<file path="src/logic/mic_level_pkg.sv">
package mic_level_pkg;

    // --------------------
    // sample format

    localparam int w_sample      = 24;  // signed two's complement
    localparam int bits_per_slot = 32;  // sck periods per ws half

    // --------------------
    // receiver slot tracking

    typedef enum logic
    {
        rx_left_slot,                   // ws low
        rx_right_slot                   // ws high, not captured
    } rx_state_t;

    // --------------------
    // meter mode

    typedef enum logic
    {
        meter_run,
        meter_hold                      // display frozen
    } meter_state_t;

endpackage

</file>
<file path="src/logic/sample_fifo_if.sv">
`timescale 1ns/1ps

interface sample_fifo_if
#(
    parameter int w_sample = mic_level_pkg::w_sample
);

    logic                  push;        // one-cycle strobe
    logic [w_sample - 1:0] push_data;
    logic                  full;

    logic                  pop;         // only while empty is low
    logic [w_sample - 1:0] pop_data;    // show-ahead
    logic                  empty;

    modport writer
    (
        output push, push_data,
        input  full
    );

    modport buffer
    (
        input  push, push_data, pop,
        output full, empty, pop_data
    );

    modport reader
    (
        output pop,
        input  pop_data, empty
    );

endinterface

</file>
<file path="src/logic/inmp441_mic_i2s_receiver.sv">
`timescale 1ns/1ps

module inmp441_mic_i2s_receiver
#(
    parameter int sck_half = 4
)
(
    input  logic          clk,
    input  logic          rst_n,

    output logic          sck,
    output logic          ws,
    input  logic          sd,

    sample_fifo_if.writer fifo
);

    localparam int w_div     = sck_half > 1 ? $clog2(sck_half) : 1;
    localparam int w_bit     = $clog2(mic_level_pkg::bits_per_slot);
    localparam int first_bit = 1;                          // 2nd rising edge in slot
    localparam int last_bit  = mic_level_pkg::w_sample;    // 25th rising edge

    logic [w_div - 1:0]                  div_cnt;
    logic                                tick;
    logic                                sck_rise;
    logic                                sck_fall;
    logic [w_bit - 1:0]                  bit_cnt;      // falling edges seen in slot
    mic_level_pkg::rx_state_t            state;
    logic                                in_window;
    logic [mic_level_pkg::w_sample - 1:0] shift_reg;

    assign tick     = (div_cnt == w_div'(sck_half - 1));
    assign sck_rise = tick & ~sck;
    assign sck_fall = tick &  sck;

    // --------------------
    // bit clock

    always_ff @(posedge clk or negedge rst_n)
        if (!rst_n)
        begin
            div_cnt <= '0;
            sck     <= 1'b0;
        end
        else if (tick)
        begin
            div_cnt <= '0;
            sck     <= ~sck;
        end
        else
            div_cnt <= div_cnt + 1'b1;

    // --------------------
    // slot counter, ws changes on sck fall

    always_ff @(posedge clk or negedge rst_n)
        if (!rst_n)
        begin
            bit_cnt <= '0;
            state   <= mic_level_pkg::rx_left_slot;
        end
        else if (sck_fall)
        begin
            if (bit_cnt == w_bit'(mic_level_pkg::bits_per_slot - 1))
            begin
                bit_cnt <= '0;
                state   <= (state == mic_level_pkg::rx_left_slot)
                         ? mic_level_pkg::rx_right_slot
                         : mic_level_pkg::rx_left_slot;
            end
            else
                bit_cnt <= bit_cnt + 1'b1;
        end

    assign ws = (state == mic_level_pkg::rx_right_slot);    // low for left

    // --------------------
    // capture and push

    assign in_window = (state == mic_level_pkg::rx_left_slot)
                     && (bit_cnt >= w_bit'(first_bit))
                     && (bit_cnt <= w_bit'(last_bit));

    always_ff @(posedge clk)
        if (sck_rise && in_window)
            shift_reg <= {shift_reg[mic_level_pkg::w_sample - 2:0], sd};  // msb first

    always_ff @(posedge clk or negedge rst_n)
        if (!rst_n)
            fifo.push <= 1'b0;
        else
            fifo.push <= sck_rise
                       && (state == mic_level_pkg::rx_left_slot)
                       && (bit_cnt == w_bit'(last_bit));    // never stalled by full

    assign fifo.push_data = shift_reg;

endmodule

</file>
<file path="src/logic/sample_fifo.sv">
`timescale 1ns/1ps

module sample_fifo
#(
    parameter int fifo_depth = 4
)
(
    input  logic          clk,
    input  logic          rst_n,
    sample_fifo_if.buffer fifo,
    output logic          overflow
);

    localparam int w_ptr = fifo_depth > 1 ? $clog2(fifo_depth) : 1;
    localparam int w_cnt = $clog2(fifo_depth + 1);

    logic [mic_level_pkg::w_sample - 1:0] mem [fifo_depth];
    logic [w_ptr - 1:0]                   wr_ptr;
    logic [w_ptr - 1:0]                   rd_ptr;
    logic [w_cnt - 1:0]                   count;
    logic                                 wr_en;
    logic                                 rd_en;

    function automatic logic [w_ptr - 1:0] ptr_next(input logic [w_ptr - 1:0] ptr);
        return (ptr == w_ptr'(fifo_depth - 1)) ? '0 : ptr + 1'b1;
    endfunction

    assign fifo.full     = (count == w_cnt'(fifo_depth));
    assign fifo.empty    = (count == '0);
    assign fifo.pop_data = mem[rd_ptr];    // head word, show-ahead

    assign wr_en = fifo.push & ~fifo.full;  // push while full is dropped
    assign rd_en = fifo.pop  & ~fifo.empty;

    always_ff @(posedge clk)
        if (wr_en)
            mem[wr_ptr] <= fifo.push_data;

    // --------------------
    // pointers and occupancy

    always_ff @(posedge clk or negedge rst_n)
        if (!rst_n)
        begin
            wr_ptr <= '0;
            rd_ptr <= '0;
            count  <= '0;
        end
        else
        begin
            if (wr_en)
                wr_ptr <= ptr_next(wr_ptr);
            if (rd_en)
                rd_ptr <= ptr_next(rd_ptr);

            case ({wr_en, rd_en})
                2'b10:   count <= count + 1'b1;
                2'b01:   count <= count - 1'b1;
                default: count <= count;
            endcase
        end

    always_ff @(posedge clk or negedge rst_n)
        if (!rst_n)
            overflow <= 1'b0;
        else if (fifo.push && fifo.full)
            overflow <= 1'b1;               // sticky until reset

endmodule

</file>
<file path="src/logic/peak_level_meter.sv">
`timescale 1ns/1ps

module peak_level_meter
#(
    parameter int window_len = 4,
    parameter int w_led      = 6
)
(
    input  logic               clk,
    input  logic               rst_n,
    input  logic               hold,
    sample_fifo_if.reader      fifo,
    output logic [w_led - 1:0] level
);

    localparam int w_sample = mic_level_pkg::w_sample;
    localparam int w_mag    = w_sample - 1;
    localparam int w_win    = window_len > 1 ? $clog2(window_len) : 1;
    localparam int thr_base = w_sample - 1 - w_led;     // lowest led threshold exponent

    mic_level_pkg::meter_state_t state;
    logic [w_sample - 1:0]       neg_data;
    logic [w_mag - 1:0]          mag;
    logic [w_mag - 1:0]          peak;
    logic [w_win - 1:0]          win_cnt;
    logic                        window_done;
    logic [w_led - 1:0]          bar;

    // --------------------
    // saturated magnitude

    assign neg_data = ~fifo.pop_data + 1'b1;

    always_comb
        if (!fifo.pop_data[w_sample - 1])
            mag = fifo.pop_data[w_mag - 1:0];
        else if (fifo.pop_data[w_mag - 1:0] == '0)
            mag = '1;                                   // most negative value
        else
            mag = neg_data[w_mag - 1:0];

    // thermometer from the window peak
    for (genvar i = 0; i < w_led; i++)
    begin : g_bar
        assign bar[i] = (peak >= (w_mag'(1) << (thr_base + i)));
    end

    // --------------------
    // run / hold and pop

    always_ff @(posedge clk or negedge rst_n)
        if (!rst_n)
            state <= mic_level_pkg::meter_run;
        else
            state <= hold ? mic_level_pkg::meter_hold : mic_level_pkg::meter_run;

    always_ff @(posedge clk or negedge rst_n)
        if (!rst_n)
            fifo.pop <= 1'b0;
        else
            fifo.pop <= (state == mic_level_pkg::meter_run)
                      && !hold                      // no pop once hold is requested
                      && !fifo.empty
                      && !fifo.pop;                 // let empty settle after a pop

    // --------------------
    // window peak and level

    always_ff @(posedge clk or negedge rst_n)
        if (!rst_n)
        begin
            win_cnt     <= '0;
            peak        <= '0;
            window_done <= 1'b0;
            level       <= '0;
        end
        else if (fifo.pop)
        begin
            if (mag > peak)
                peak <= mag;

            if (win_cnt == w_win'(window_len - 1))
            begin
                win_cnt     <= '0;
                window_done <= 1'b1;
            end
            else
                win_cnt <= win_cnt + 1'b1;
        end
        else if (window_done && state == mic_level_pkg::meter_run)
        begin
            level       <= bar;                 // frozen while held
            peak        <= '0;
            window_done <= 1'b0;
        end

endmodule

</file>
<file path="src/logic/board_specific_top.sv">
`timescale 1ns/1ps

module board_specific_top
#(
    parameter int sck_half   = 4,
    parameter int fifo_depth = 4,
    parameter int window_len = 4,
    parameter int w_led      = 6,
    parameter int w_key      = 2
)
(
    input  logic               clk,
    input  logic               rst_n,
    input  logic               pll_lock,

    input  logic [w_key - 1:0] key,         // active low

    output logic               mic_sck,
    output logic               mic_ws,
    input  logic               mic_sd,

    output logic [w_led - 1:0] led,         // active low
    output logic               overflow
);

    logic               rst_gate_n;
    logic [1:0]         rst_sync;
    logic               sys_rst_n;
    logic               hold;
    logic [w_led - 1:0] level;

    sample_fifo_if #(.w_sample (mic_level_pkg::w_sample)) fifo_bus ();

    // --------------------
    // reset gating with pll lock

    assign rst_gate_n = rst_n & pll_lock;

    always_ff @(posedge clk or negedge rst_gate_n)
        if (!rst_gate_n)
            rst_sync <= 2'b00;
        else
            rst_sync <= {rst_sync[0], 1'b1};    // release after two clocks

    assign sys_rst_n = rst_sync[1];

    assign hold = ~key[0];
    assign led  = ~level;

    // --------------------

    inmp441_mic_i2s_receiver
    # (
        .sck_half ( sck_half  )
    )
    i_receiver
    (
        .clk      ( clk       ),
        .rst_n    ( sys_rst_n ),
        .sck      ( mic_sck   ),
        .ws       ( mic_ws    ),
        .sd       ( mic_sd    ),
        .fifo     ( fifo_bus  )
    );

    sample_fifo
    # (
        .fifo_depth ( fifo_depth )
    )
    i_fifo
    (
        .clk        ( clk        ),
        .rst_n      ( sys_rst_n  ),
        .fifo       ( fifo_bus   ),
        .overflow   ( overflow   )
    );

    peak_level_meter
    # (
        .window_len ( window_len ),
        .w_led      ( w_led      )
    )
    i_meter
    (
        .clk        ( clk        ),
        .rst_n      ( sys_rst_n  ),
        .hold       ( hold       ),
        .fifo       ( fifo_bus   ),
        .level      ( level      )
    );

endmodule

</file>
<file path="config.mk">
export PLATFORM = sky130hd
export DESIGN_NAME = board_specific_top
export DESIGN_NICKNAME = d
export VERILOG_FILES = /design/src/logic/mic_level_pkg.sv /design/src/logic/sample_fifo_if.sv /design/src/logic/inmp441_mic_i2s_receiver.sv /design/src/logic/sample_fifo.sv /design/src/logic/peak_level_meter.sv /design/src/logic/board_specific_top.sv
export SDC_FILE = /design/constraint.sdc
export NUM_CORES = 1
export LEC_CHECK = 0
export ABC_CLOCK_PERIOD_IN_PS = 1600
export CAP_MARGIN = 20
export CELL_PAD_IN_SITES_DETAIL_PLACEMENT = 1
export CELL_PAD_IN_SITES_GLOBAL_PLACEMENT = 1
export CORE_MARGIN = 4
export CORE_UTILIZATION = 48
export DETAILED_ROUTE_END_ITERATION = 16
export DONT_BUFFER_PORTS = 1
export GPL_ROUTABILITY_DRIVEN = 0
export PLACE_DENSITY = 0.78
export SETUP_SLACK_MARGIN = 0.02
export SKIP_CTS_REPAIR_TIMING = 1
export SLEW_MARGIN = 20
export SYNTH_ARGS = -nofsm -noshare
export SYNTH_HDL_FRONTEND = slang
export SYNTH_SLANG_ARGS = --single-unit
</file>
<file path="constraint.sdc">
create_clock -name clk -period 1.6 [get_ports clk]
set_input_delay 0.16 -clock clk [delete_from_list [all_inputs] [get_ports clk]]
set_output_delay 0.16 -clock clk [all_outputs]
set_load 0.03 [all_outputs]
</file>
Yosys cells after proc, flatten, opt, wreduce, memory -nomap -nowiden
Memories as Yosys holds them, arrays and structs flattened.
Index checks and enable logic that the tools add are counted.
- add/sub/neg operators: 8
- $lt $le $gt $ge: 9
- eq/ne operators: 11
- muxes and demuxes: 18
- bitwise logic cells: 13
- reductions and logical operators: 20
- operator list (operator ; number):
    $mux 23 ; 5
    $add 23x1->23 const B ; 1
    $ge 23x18->1 const B ; 1
    $ge 23x19->1 const B ; 1
    $ge 23x20->1 const B ; 1
    $ge 23x21->1 const B ; 1
    $ge 23x22->1 const B ; 1
    $ge 23x23->1 const B ; 1
    $gt 23x23->1 ; 1
    $logic_not 23->1 ; 1
    $not 23->23 ; 1
    $eq 2x2->1 const B ; 5
    $eq 5x5->1 const B ; 2
    $logic_and 1x1->1 ; 10
    $add 2x1->2 const B ; 4
    $mux 2 ; 4
    $reduce_and 2->1 ; 4
    $mux 1 ; 7
    $not 1->1 ; 6
    $not 6->6 ; 1
    $pmux 3 s2 ; 1
    $add 5x1->5 const B ; 1
    $and 1x1->1 ; 5
    $ge 5x1->1 const B ; 1
    other kinds (10) ; 13
- register bits after elaboration: 78
- RAM bits: 96
- input port bits: 6
- output and inout port bits: 9
- word-level logic and storage cells: 97
- memories: 1
- memories (name ; depth ; bits a word ; rd ports ; clocked after Yosys merged registers in ; write ports ; line ; source):
    i_fifo.mem ; 4 ; 24 ; 1 ; 0 ; 1 ; sample_fifo.sv:17 ; logic [mic_level_pkg::w_sample - 1:0] mem [fifo_depth];

Longest topological paths before layout
Gate-level depths: netlist of run 1.
An unclocked memory read counts as a cell.
- word-level depth: 8
- gate-level depth with buffers: 19
- mapped depth without buffers: 15

Cells and area by module
Synthesis of run 1 repeated with hierarchy kept, for this count alone.
- cell total of the unflattened synthesis: 553
- area, all modules: 8066.5 um2
- by module, submodules not included (module ; times used ; cells an instance ; area each (um2) ; sequential area each (um2)):
    sample_fifo ; 1 ; 168 ; 4022.6 ; 3083.0
    peak_level_meter ; 1 ; 305 ; 2733.9 ; 850.8
    inmp441_mic_i2s_receiver ; 1 ; 69 ; 1223.7 ; 970.9
    board_specific_top ; 1 ; 11 ; 86.3 ; 50.0

Least setup slack after synthesis of run 1
OpenSTA, ideal clock, no wires.
- kind: flip-flop to flip-flop
- from: register i_fifo.rd_ptr[0]
- to: register i_meter.peak[13]
- library setup time: 0.125 ns
- arrival: 4.747 ns
- setup slack: -3.272 ns
- stages on the path, launching flop included: 19
- period minus slack after synthesis: 4.872 ns
- cells stage by stage: dfrtp_1 -> buf_6 -> buf_6 -> buf_1 -> mux4_2 -> inv_1 -> ha_1 -> nand3_1 -> or4b_4 -> buf_6 -> nand2_1 -> ha_1 -> a21o_1 -> a21o_1 -> a211oi_1 -> o211ai_1 -> o2111ai_1 -> clkbuf_1 -> mux2_2
- word-level cells in the longest chain between the ends: 8
- elaborated cells on any way between the ends: 11
- those cells by class: add/sub (1); order compare (1); eq/ne (1); mux (4); bitwise (1); reduce/logical (2); memory (1)
- RTL lines (element ; line ; source):
    start, declared ; sample_fifo.sv:19 ; logic [w_ptr - 1:0] rd_ptr;
    start signal, assigned ; sample_fifo.sv:54 ; rd_ptr <= ptr_next(rd_ptr);
    $mem_v2 4x24 (*) ; - ;
    $not 23->23 ; peak_level_meter.sv:32 ; assign neg_data = ~fifo.pop_data + 1'b1;
    $add 23x1->23 ; peak_level_meter.sv:32 ;
    $mux 23 ; peak_level_meter.sv:37 ; else if (fifo.pop_data[w_mag - 1:0] == '0)
    $mux 23 (*) ; peak_level_meter.sv:35 ; if (!fifo.pop_data[w_sample - 1])
    $gt 23x23->1 ; peak_level_meter.sv:79 ; if (mag > peak)
    $ne 2x2->1 (no line) ; - ;
    $reduce_and 2->1 (no line) ; - ;
    end signal, assigned ; peak_level_meter.sv:80 ; peak <= mag;
    end, declared ; peak_level_meter.sv:24 ; logic [w_mag - 1:0] peak;
Mark *: on every way between the ends. The rest lies on a longest branch, timed or not. The select of a mux whose other input is x is not followed.
A chain may end at the register's enable or synchronous reset.

Worst setup path in the final report of run 1
- from: register i_fifo.rd_ptr[0]
- to: register i_meter.peak[14]
The elaborated chain is that of the path after synthesis.

==> results of run 1 <==
## through the flow
stage | cell area (um^2) | TNS (ns) | utilization, % | worst slack, ns | hold WS, ns
2_1_floorplan | 8030 | -66.68 | - | -2.75 | -0.0338
3_3_place_gp | 9170 | -67.89 | 57.5 | -2.88 | -0.0302
3_5_place_dp | 9170 | -74.56 | 57.5 | -3.06 | -0.0229
4_1_cts | 9780 | -78.26 | 61.4 | -3.10 | -0.485
5_1_grt | 10300 | -78.53 | 64.4 | -3.25 | 0.0750
6_report | 10300 | -71.37 | 64.4 | -3.04 | 0.0711
## path summary, 6_finish.rpt
path                                               from                            to  slack [ns]  depth (start not counted)
setup / recovery           i_fifo.rd_ptr[0]$_DFFE_PN0P_  i_meter.peak[14]$_DFFE_PN0P_       -3.04                         16
hold / removal                                    rst_n         rst_sync[1]$_DFF_PN0_        0.07                          2
setup reg to reg           i_fifo.rd_ptr[0]$_DFFE_PN0P_  i_meter.peak[14]$_DFFE_PN0P_       -3.04                         16
hold reg to reg                   rst_sync[1]$_DFF_PN0_  i_fifo.wr_ptr[1]$_DFFE_PN0P_        0.21                          0
max in group asynchronous         rst_sync[1]$_DFF_PN0_  i_meter.peak[22]$_DFFE_PN0P_        0.82                          1
min in group clk                  rst_sync[0]$_DFF_PN0_         rst_sync[1]$_DFF_PN0_        0.35                          0
## cell usage in the layout (no fill, tap or decap), drive strengths merged, types with 2 or more instances in the layout
| master | synthesis | layout |
|---|---|---|
| buf | 6 | 127 |
| nor2 | 26 | 26 |
| nor4 | 2 | 2 |
| mux4 | 23 | 23 |
| nor3 | 9 | 9 |
| a31oi | 2 | 2 |
| nand3 | 7 | 7 |
| or3 | 2 | 2 |
| o21ai | 18 | 18 |
| xor2 | 15 | 15 |
| dfrtp | 54 | 54 |
| ha | 36 | 36 |
| dlygate4sd3 | 0 | 4 |
| and2 | 3 | 3 |
| a21o | 3 | 3 |
| o211ai | 2 | 2 |
| o31ai | 6 | 6 |
| o21a | 3 | 3 |
| mux2i | 2 | 2 |
| a211oi | 2 | 2 |
| xnor2 | 10 | 10 |
| edfxtp | 120 | 120 |
| and3 | 7 | 7 |
| nand2 | 42 | 42 |
| inv | 42 | 50 |
| o41ai | 3 | 3 |
| nand4 | 3 | 3 |
| and4 | 2 | 2 |
| clkinv | 0 | 5 |
| or4b | 1 | 2 |
| clkbuf | 11 | 18 |
| a21oi | 36 | 36 |
| mux2 | 29 | 29 |
## synthesized netlist by cell type (all sizes together), types with 2 or more instances
| cell type | count | area share, % |
|---|---|---|
| edfxtp | 120 | 46 |
| dfrtp | 54 | 17 |
| inv | 42 | 2.0 |
| nand2 | 42 | 2.0 |
| a21oi | 36 | 2.3 |
| ha | 36 | 5.8 |
| mux2 | 29 | 4.2 |
| nor2 | 26 | 1.2 |
| mux4 | 23 | 6.9 |
| o21ai | 18 | 1.2 |
| xor2 | 15 | 1.7 |
| clkbuf | 11 | 0.53 |
| xnor2 | 10 | 1.1 |
| nor3 | 9 | 0.58 |
| and3 | 7 | 0.56 |
| nand3 | 7 | 0.61 |
| buf | 6 | 0.69 |
| o31ai | 6 | 0.58 |
| a21o | 3 | 0.29 |
| and2 | 3 | 0.27 |
| nand4 | 3 | 0.24 |
| o21a | 3 | 0.29 |
| o41ai | 3 | 0.34 |
| a211oi | 2 | 0.19 |
| a31oi | 2 | 0.16 |
| and4 | 2 | 0.22 |
| mux2i | 2 | 0.42 |
| nor4 | 2 | 0.35 |
| o211ai | 2 | 0.19 |
| or3 | 2 | 0.16 |
## layout make-up
type	instances	area [um^2]	share of cell area (%)
Sequential cell	174	4960	48.3
Clock inverter	15	189	1.84
Inverter	42	160	1.56
Timing Repair Buffer	132	1200	11.7
Clock buffer	17	425	4.15
Tap cell	216	270	2.63
Multi-Input combinational cell	309	3060	29.8
## cell families (layout without fill, tap and decap cells)
logic type,Yosys count,in the layout
other,1,1
XOR/XNOR,25,25
AND/OR/NAND/NOR,109,110
multiplexers,54,54
adder cells (fa/ha/maj),37,37
flip-flops,174,174
buffers and inverters,59,206
AO/OA/AOI/OAI,82,82
## state kept, by name (all words and copies together), names as in the netlist
register                   count
i_meter.fifo.pop               1
i_fifo.wr_ptr                  2
i_fifo.count                   3
i_receiver.fifo.push           1
i_receiver.div_cnt             2
i_fifo.mem                    96
i_receiver.ws                  1
i_receiver.fifo.push_data     24
i_meter.level                  6
i_meter.window_done            1
i_fifo.rd_ptr                  2
i_receiver.sck                 1
i_meter.peak                  23
i_meter.state                  1
i_receiver.bit_cnt             5
i_meter.win_cnt                2
rst_sync                       2
i_fifo.overflow                1
## power breakdown
| part | internal [W] | switching (W) |
|---|---|---|
| Combinational | 0.00524 | 0.00530 |
| Clock | 0.00226 | 0.00205 |
| Sequential | 0.00523 | 0.000313 |
## worst reg2reg max path, delay by kind of cell (launching register included)
family	cells	cell delay (ns)
AOI/OAI and AO/OA	4	0.67
adders and majority gates	1	0.19
buffers and inverters	3	0.58
DFF	1	0.42
muxes	2	0.85
and+or+nand+nor	6	1.82
## routing by layer
metal / share of wire, % / up-vias
met5: 0 / -
met4: 2.2 / 0
met3: 3.0 / 43
met2: 55 / 120
met1: 40 / 2719
li1: - / 2281
==> impl_metrics.tcl, run 1 <==
set metrics [dict create \
    vias 5163 \
    min_period_ns 4.64 \
    layout_worst_path_cycle_share_pct 290 \
    grt_usage_pct 22.2 \
    area.growth.synth_to_final_pct 31.1 \
    synth_top_family_by_area "multiplexers" \
    yosysUniqueCellTypes 53 \
    start_util_pct 49.1 \
    die_h_um 136 \
    core_um2 15900 \
    synthXorXnorAreaFrac_pct 2.80 \
    rsz0062_at_grt "yes" \
    total_power_w 0.0204 \
    cp_max_fo 6 \
    nNetsFinal 719 \
    critPathBufInv 3 \
    worstPathRequired_ns 1.93 \
    n_fill_cell 1468 \
    hpwlAfterDp_um 12700 \
    syn_avg_cell_area_um2 14.5 \
    htree_levels 4 \
    hold_path.class "primary input to async pin" \
    violations "setup timing" \
    fp-row-count 46 \
    synth_compound_area_share_pct 6.22 \
    run_status "finished, violations left" \
    slowest_stage "or4b_4" \
    max-vdd-ir-drop_mv 0.991 \
    crit_top_cell "buf_6" \
    grt_pass1_vias 5566 \
    crit_type "register to register" \
    p_per_area_nw_per_um2 1990 \
    io_pins 15 \
    clock-sinks 174 \
    synthesis.nets 584 \
    drc 0 \
    ant_nets 0 \
    worst_setup_path_end_kind "register" \
    path_cells "buf_6 -> mux4_2 -> nor4_4 -> nand3_4 -> or3_4 -> or4b_4 -> buf_6 -> nand2_1 -> ha_1 -> nand4_1 -> o22ai_2 -> o21ai_2 -> o211ai_1 -> o2111ai_4 -> clkbuf_16 -> mux2_4" \
    viasPerCell 5.70 \
    cts_root_buf "clkbuf_16" \
    initialDrtViolationCount 346 \
    cts_tree "done" \
    grt_pass1_wl_um 30900 \
    n_antenna_cell 0 \
    skew_ns 0.0162 \
    met3_usage_pct 4.27 \
    slew_violations 0 \
    placedCellCount 856 \
    grt_max_degree 39 \
    routed_wl_um 21400 \
    fp.dieW_um 136 \
    synth-seq-area-share_pct 63.3 \
    crit_path_max_incr_delay_ns 0.63 \
    muxShareOfSynthArea_pct 11.5 \
    critPathLaunchType "register" \
    async_flop_share_pct 31.0 \
    setup_ws_ns -3.04 \
    path_clk_slew_ns 0.08 \
    met2_usage_pct 40.1 \
    drt-pass1-iter-count 5 \
    grtUsageMet1_pct 27.2 \
    cts_buffers 17 \
    p_leak_nw 4.16 \
    crit_family "simple AND/OR/NAND/NOR gates" \
    grt_busiest_layer "met2" \
    ctsLongestPathBuffers 2 \
    netlist_instances 541 \
    synthFlopType "edfxtp_1" \
    dieArea_um2 18400 \
    syn_area_um2 7830 \
    yosysWarnings 0 \
    cap_violations 0 \
    hold_viol 0 \
    worst_slew_pin_slew_ns 0.525 \
    synth-simple-area-share_pct 6.91 \
    clkLatencyLatePin_ns 0.44 \
    drive_gt1_share_pct 39.8 \
    fin_cells 905 \
    synth_fa_ha_area_share_pct 6.01 \
    synth_edf_count 120 \
    timing.slew.headroom_pct 65.0 \
    grt-ovfl-total 0 \
    wl_per_cell_um 23.6 \
    setup_viol_count_final 49 \
    synth-seq-cells 174 \
    antenna_found_initial 0 \
    port_buffers 0 \
    worstPathArrival_ns 4.97 \
    clock.fmax_mhz 215 \
]
Note: power is estimated with default switching activity, not from simulation.
==> run 2, diff against run 1 <==
Settings changed: CORE_ASPECT_RATIO from default to 0.8.
==> run 2 against run 1 <==
The run still ends with setup timing left. First-iteration DRC count rose by 16%. Cell count fell by 1.2%. Non-clock buffer count fell by 14. Largest cell class unchanged.
==> impl_metrics.tcl, run 2 (synthesis results as in run 1) <==
set metrics [dict create \
    setup_ws_ns -2.96 \
    placedCellCount 837 \
    viasPerCell 5.68 \
    max-vdd-ir-drop_mv 1.13 \
    crit_type "register to register" \
    clkLatencyLatePin_ns 0.44 \
    dieArea_um2 18400 \
    timing.slew.headroom_pct 65.5 \
    p_per_area_nw_per_um2 1980 \
    die_h_um 122 \
    worst_slew_pin_slew_ns 0.517 \
    grt_max_degree 53 \
    drt-pass1-iter-count 4 \
    antenna_found_initial 0 \
    drc 0 \
    layout_worst_path_cycle_share_pct 285 \
    p_leak_nw 4.08 \
    cap_violations 0 \
    cp_max_fo 8 \
    vias 5078 \
    largest_register_ffs 96 \
    critPathLaunchType "register" \
    mostFrequentLayoutCell "edfxtp_1" \
    holdWs_ns 0.0569 \
    hpwlAfterDp_um 12500 \
    fin_util_pct 63.7 \
    nNetsFinal 709 \
    slew_violations 0 \
    htree_levels 4 \
    n_fill_cell 1473 \
    clock-sinks 174 \
    grt_pass1_wl_um 30500 \
    start_util_pct 49.2 \
    path_clk_slew_ns 0.07 \
    ant_nets 0 \
    io_pins 15 \
    pre_cts_slack_ns -3.06 \
    ctsLongestPathBuffers 2 \
    clock.fmax_mhz 219 \
    fin_cells 894 \
    r2r-end "i_meter.peak[14]$_DFFE_PN0P_" \
    final_cell_mix "edfxtp_1 (120), buf_4 (99), dfrtp_1 (52)" \
    cts_tree "done" \
    worstPathArrival_ns 4.88 \
    worst_setup_path_end_kind "register" \
    drive_gt1_share_pct 39.8 \
    hold_viol 0 \
    ff2ff_setup_slack_ns -2.96 \
    r2r_cells 17 \
    routed_wl_um 21400 \
    worstPathRequired_ns 1.92 \
    min_period_ns 4.56 \
    grt_pass1_vias 5298 \
    rsz0062_at_grt "yes" \
    grt_usage_pct 22.3 \
    fp-row-count 41 \
    area.growth.synth_to_final_pct 29.5 \
    n_antenna_cell 0 \
    top_register "i_fifo.mem" \
    wl_per_cell_um 23.9 \
    initialDrtViolationCount 403 \
    core_um2 15900 \
    grt-ovfl-total 0 \
    rr_startpoint "i_fifo.rd_ptr[0]$_DFFE_PN0P_" \
    setup_viol_count_final 49 \
    run_status "finished, violations left" \
    cts_root_buf "clkbuf_16" \
    fp.dieW_um 151 \
    skew_ns 0.0120 \
    cts_buffers 17 \
    violations "setup timing" \
    port_buffers 0 \
    hold_path.class "primary input to async pin" \
]
-- run 2: cell types whose count changed in the layout (fill, tap and decap cells not counted), moves of 3 or more --
cell,change
nand2_2,+3
nor2_2,+3
and3_4,+7
o41ai_2,+3
and3_2,-3
buf_4,-6
buf_6,-5
clkinv_8,-4
buf_12,-6
nand2_4,-3
nor2_1,-3
-- run 2: area by class of cell --
cell class | count | area (um^2) | share of cell area, %
Multi-Input combinational cell | 313 | 3140 | 31.0
Clock buffer | 19 | 433 | 4.27
Timing Repair Buffer | 118 | 1030 | 10.2
Sequential cell | 174 | 4960 | 48.9
Clock inverter | 13 | 144 | 1.42
Tap cell | 215 | 269 | 2.65
Inverter | 42 | 160 | 1.58
-- run 2: worst max path at each step --
stage,slack (ns),depth (start not counted),startpoint,endpoint
3_5_place_dp,-3.06,16,i_fifo.rd_ptr[0]$_DFFE_PN0P_,i_meter.peak[1]$_DFFE_PN0P_
6_report,-2.96,17,i_fifo.rd_ptr[0]$_DFFE_PN0P_,i_meter.peak[14]$_DFFE_PN0P_
4_1_cts,-3.23,16,i_fifo.rd_ptr[0]$_DFFE_PN0P_,i_meter.peak[5]$_DFFE_PN0P_
2_1_floorplan,-2.75,15,i_fifo.rd_ptr[0]$_DFFE_PN0P_,i_meter.peak[13]$_DFFE_PN0P_
5_1_grt,-3.15,16,i_fifo.rd_ptr[0]$_DFFE_PN0P_,i_meter.peak[14]$_DFFE_PN0P_
3_3_place_gp,-2.95,16,i_fifo.rd_ptr[0]$_DFFE_PN0P_,i_meter.peak[22]$_DFFE_PN0P_
-- run 2: power by group --
part | leakage [nW] | total, W | internal (W) | switching [W]
registers | 1.73 | 0.00551 | 0.00523 | 0.000274
clock network | 0.281 | 0.00416 | 0.00222 | 0.00195
logic | 2.06 | 0.0104 | 0.00512 | 0.00531
total | 4.08 | 0.0201 | 0.0126 | 0.00753
-- run 2: per-stage QoR --
stage / instance area (um^2) / total power (W) / TNS [ns]
after global placement: 8970 / 0.0138 / -76.59
after global routing: 10100 / 0.0212 / -77.11
after CTS: 9550 / 0.0188 / -92.34
after detailed placement: 8970 / 0.0144 / -84.72
final: 10100 / 0.0201 / -71.74
after floorplan: 8030 / 0.0110 / -66.68
-- run 2: metal layers --
layer / wire (um) / vias to the layer above / share of wire [%] / GRT usage (%)
met1: 8780 / 2669 / 41 / 28.6
met3: 878 / 33 / 4.1 / 4.80
met5: 0 / - / 0 / 0
met2: 11400 / 105 / 53 / 38.1
li1: - / 2271 / - / -
met4: 357 / 0 / 1.7 / 7.19
-- run 2: critical path, stage by stage (launching register included) --
cell       delay, ns
dfrtp_2         0.43
buf_12          0.14
mux4_2          0.57
nor4_4          0.38
nand3_4         0.11
or3_4           0.39
or4b_4          0.55
buf_6           0.15
o211ai_1        0.12
ha_1            0.21
nand2_1         0.06
o21a_1          0.17
o22ai_1         0.17
o21ai_1         0.08
o211ai_1        0.14
o2111ai_4       0.23
clkbuf_16       0.24
mux2_4          0.29
==> run 3, diff against run 2 <==
Settings changed: CORE_MARGIN 4 to 10.
==> run 3 against run 2 <==
The flow still finishes with violations (setup timing). Non-clock buffer count is 5 lower. Core utilization is 0.93 points lower. Hold slack worse by 0.0066 ns. Power is 3.9% lower. Clock skew is 0.0045 ns lower. Via count is 0.32% lower. Sequential power hardly changed. Routed wire length is 2.6% lower. Fmax is 0.96% lower. Largest cell class unchanged.
==> impl_metrics.tcl, run 3 (synthesis results as in run 1) <==
set metrics [dict create \
    final_cell_mix "edfxtp_1 (120), buf_4 (94), dfrtp_1 (51)" \
    start_util_pct 49.2 \
    area.growth.synth_to_final_pct 27.6 \
    worstPathArrival_ns 4.94 \
    clock.fmax_mhz 217 \
    critPathLaunchType "register" \
    run_status "finished, violations left" \
    grt-ovfl-total 0 \
    die_h_um 134 \
    wl_per_cell_um 23.4 \
    n_fill_cell 1493 \
    ant_nets 0 \
    htree_levels 4 \
    skew_ns 0.00749 \
    layout_worst_path_cycle_share_pct 288 \
    mostFrequentLayoutCell "edfxtp_1" \
    crit_type "register to register" \
    fp-row-count 41 \
    p_leak_nw 4.01 \
    ctsLongestPathBuffers 2 \
    max-vdd-ir-drop_mv 1.04 \
    hold_viol 0 \
    n_antenna_cell 0 \
    min_period_ns 4.60 \
    grt_pass1_vias 5376 \
    cts_tree "done" \
    fin_util_pct 62.8 \
    largest_register_ffs 96 \
    hold_path.class "primary input to async pin" \
    cap_violations 0 \
    hpwlAfterDp_um 12400 \
    core_um2 15900 \
    io_pins 15 \
    violations "setup timing" \
    setup_ws_ns -3.00 \
    initialDrtViolationCount 350 \
    drt-pass1-iter-count 6 \
    worst_setup_path_end_kind "register" \
    nNetsFinal 705 \
    total_power_w 0.0193 \
    clkLatencyLatePin_ns 0.45 \
    clock-sinks 174 \
    grt_max_degree 53 \
    worstPathRequired_ns 1.93 \
    cp_max_fo 8 \
    cts_root_buf "clkbuf_16" \
    vias 5062 \
    fp.dieW_um 163 \
    rsz0062_at_grt "yes" \
    slew_violations 0 \
    cts_buffers 17 \
    setup_viol_count_final 49 \
    p_per_area_nw_per_um2 1940 \
    dieArea_um2 21800 \
    grt_usage_pct 17.8 \
    routed_wl_um 20800 \
    port_buffers 0 \
    path_clk_slew_ns 0.07 \
    drc 0 \
    antenna_found_initial 0 \
    drive_gt1_share_pct 37.5 \
    viasPerCell 5.69 \
    top_register "i_fifo.mem" \
    grt_pass1_wl_um 29900 \
]
-- run 3: final timing paths --
| kind | start | endpoint | slack, ns | cells past startpoint |
|---|---|---|---|---|
| max | i_fifo.rd_ptr[0]$_DFFE_PN0P_ | i_meter.peak[17]$_DFFE_PN0P_ | -3.00 | 15 |
| min | rst_n | rst_sync[0]$_DFF_PN0_ | 0.05 | 2 |
| max reg2reg | i_fifo.rd_ptr[0]$_DFFE_PN0P_ | i_meter.peak[17]$_DFFE_PN0P_ | -3.00 | 15 |
| min reg2reg | rst_sync[1]$_DFF_PN0_ | i_meter.win_cnt[0]$_DFFE_PN0P_ | 0.27 | 1 |
| max in group asynchronous | pll_lock | rst_sync[1]$_DFF_PN0_ | 0.85 | 3 |
| min in group clk | rst_sync[0]$_DFF_PN0_ | rst_sync[1]$_DFF_PN0_ | 0.36 | 0 |
-- run 3: worst max-delay path, cell delays in order (launching register included) --
cell,delay (ns)
dfrtp_2,0.44
buf_12,0.16
mux4_2,0.57
nor4_4,0.38
nand3_4,0.11
or3_4,0.40
or4b_4,0.63
nand2_2,0.15
ha_4,0.23
a21oi_1,0.16
o21ai_1,0.12
a221oi_2,0.28
o211ai_1,0.13
o2111ai_2,0.17
clkbuf_16,0.25
mux2_4,0.30
-- run 3: layout make-up --
| cell class | instances | area (um^2) | area share, % |
|---|---|---|---|
| clock buffers | 18 | 429 | 4.30 |
| clock inverters | 14 | 130 | 1.30 |
| inverters | 42 | 160 | 1.60 |
| multi-input cells | 314 | 3040 | 30.4 |
| flip-flops and latches | 174 | 4960 | 49.7 |
| well taps | 215 | 269 | 2.69 |
| repair buffers | 113 | 998 | 10.0 |
-- run 3: per-stage QoR --
| stage | hold slack (ns) | cell area (um^2) | TNS, ns | std cells | worst slack (ns) |
|---|---|---|---|---|---|
| 2_1_floorplan | -0.0338 | 8030 | -66.68 | 541 | -2.75 |
| 3_3_place_gp | -0.0260 | 8990 | -75.70 | 837 | -2.90 |
| 3_5_place_dp | -0.0255 | 8990 | -85.66 | 837 | -3.08 |
| 4_1_cts | -0.499 | 9550 | -88.43 | 869 | -3.12 |
| 5_1_grt | 0.0646 | 9990 | -77.40 | 890 | -3.15 |
| 6_report | 0.0503 | 9990 | -72.88 | 890 | -3.00 |
-- run 3: routing by layer --
metal	vias to the layer above	wire, um	track usage, %
met1	2660	9000	22.0
met3	32	755	4.19
li1	2268	-	-
met4	0	427	4.90
met2	102	10600	30.4
met5	-	0	0
-- run 3: report_power, final --
group          internal [W]  switching [W]
logic               0.00490        0.00494
registers           0.00524       0.000277
clock network       0.00205        0.00192
total                0.0122        0.00714
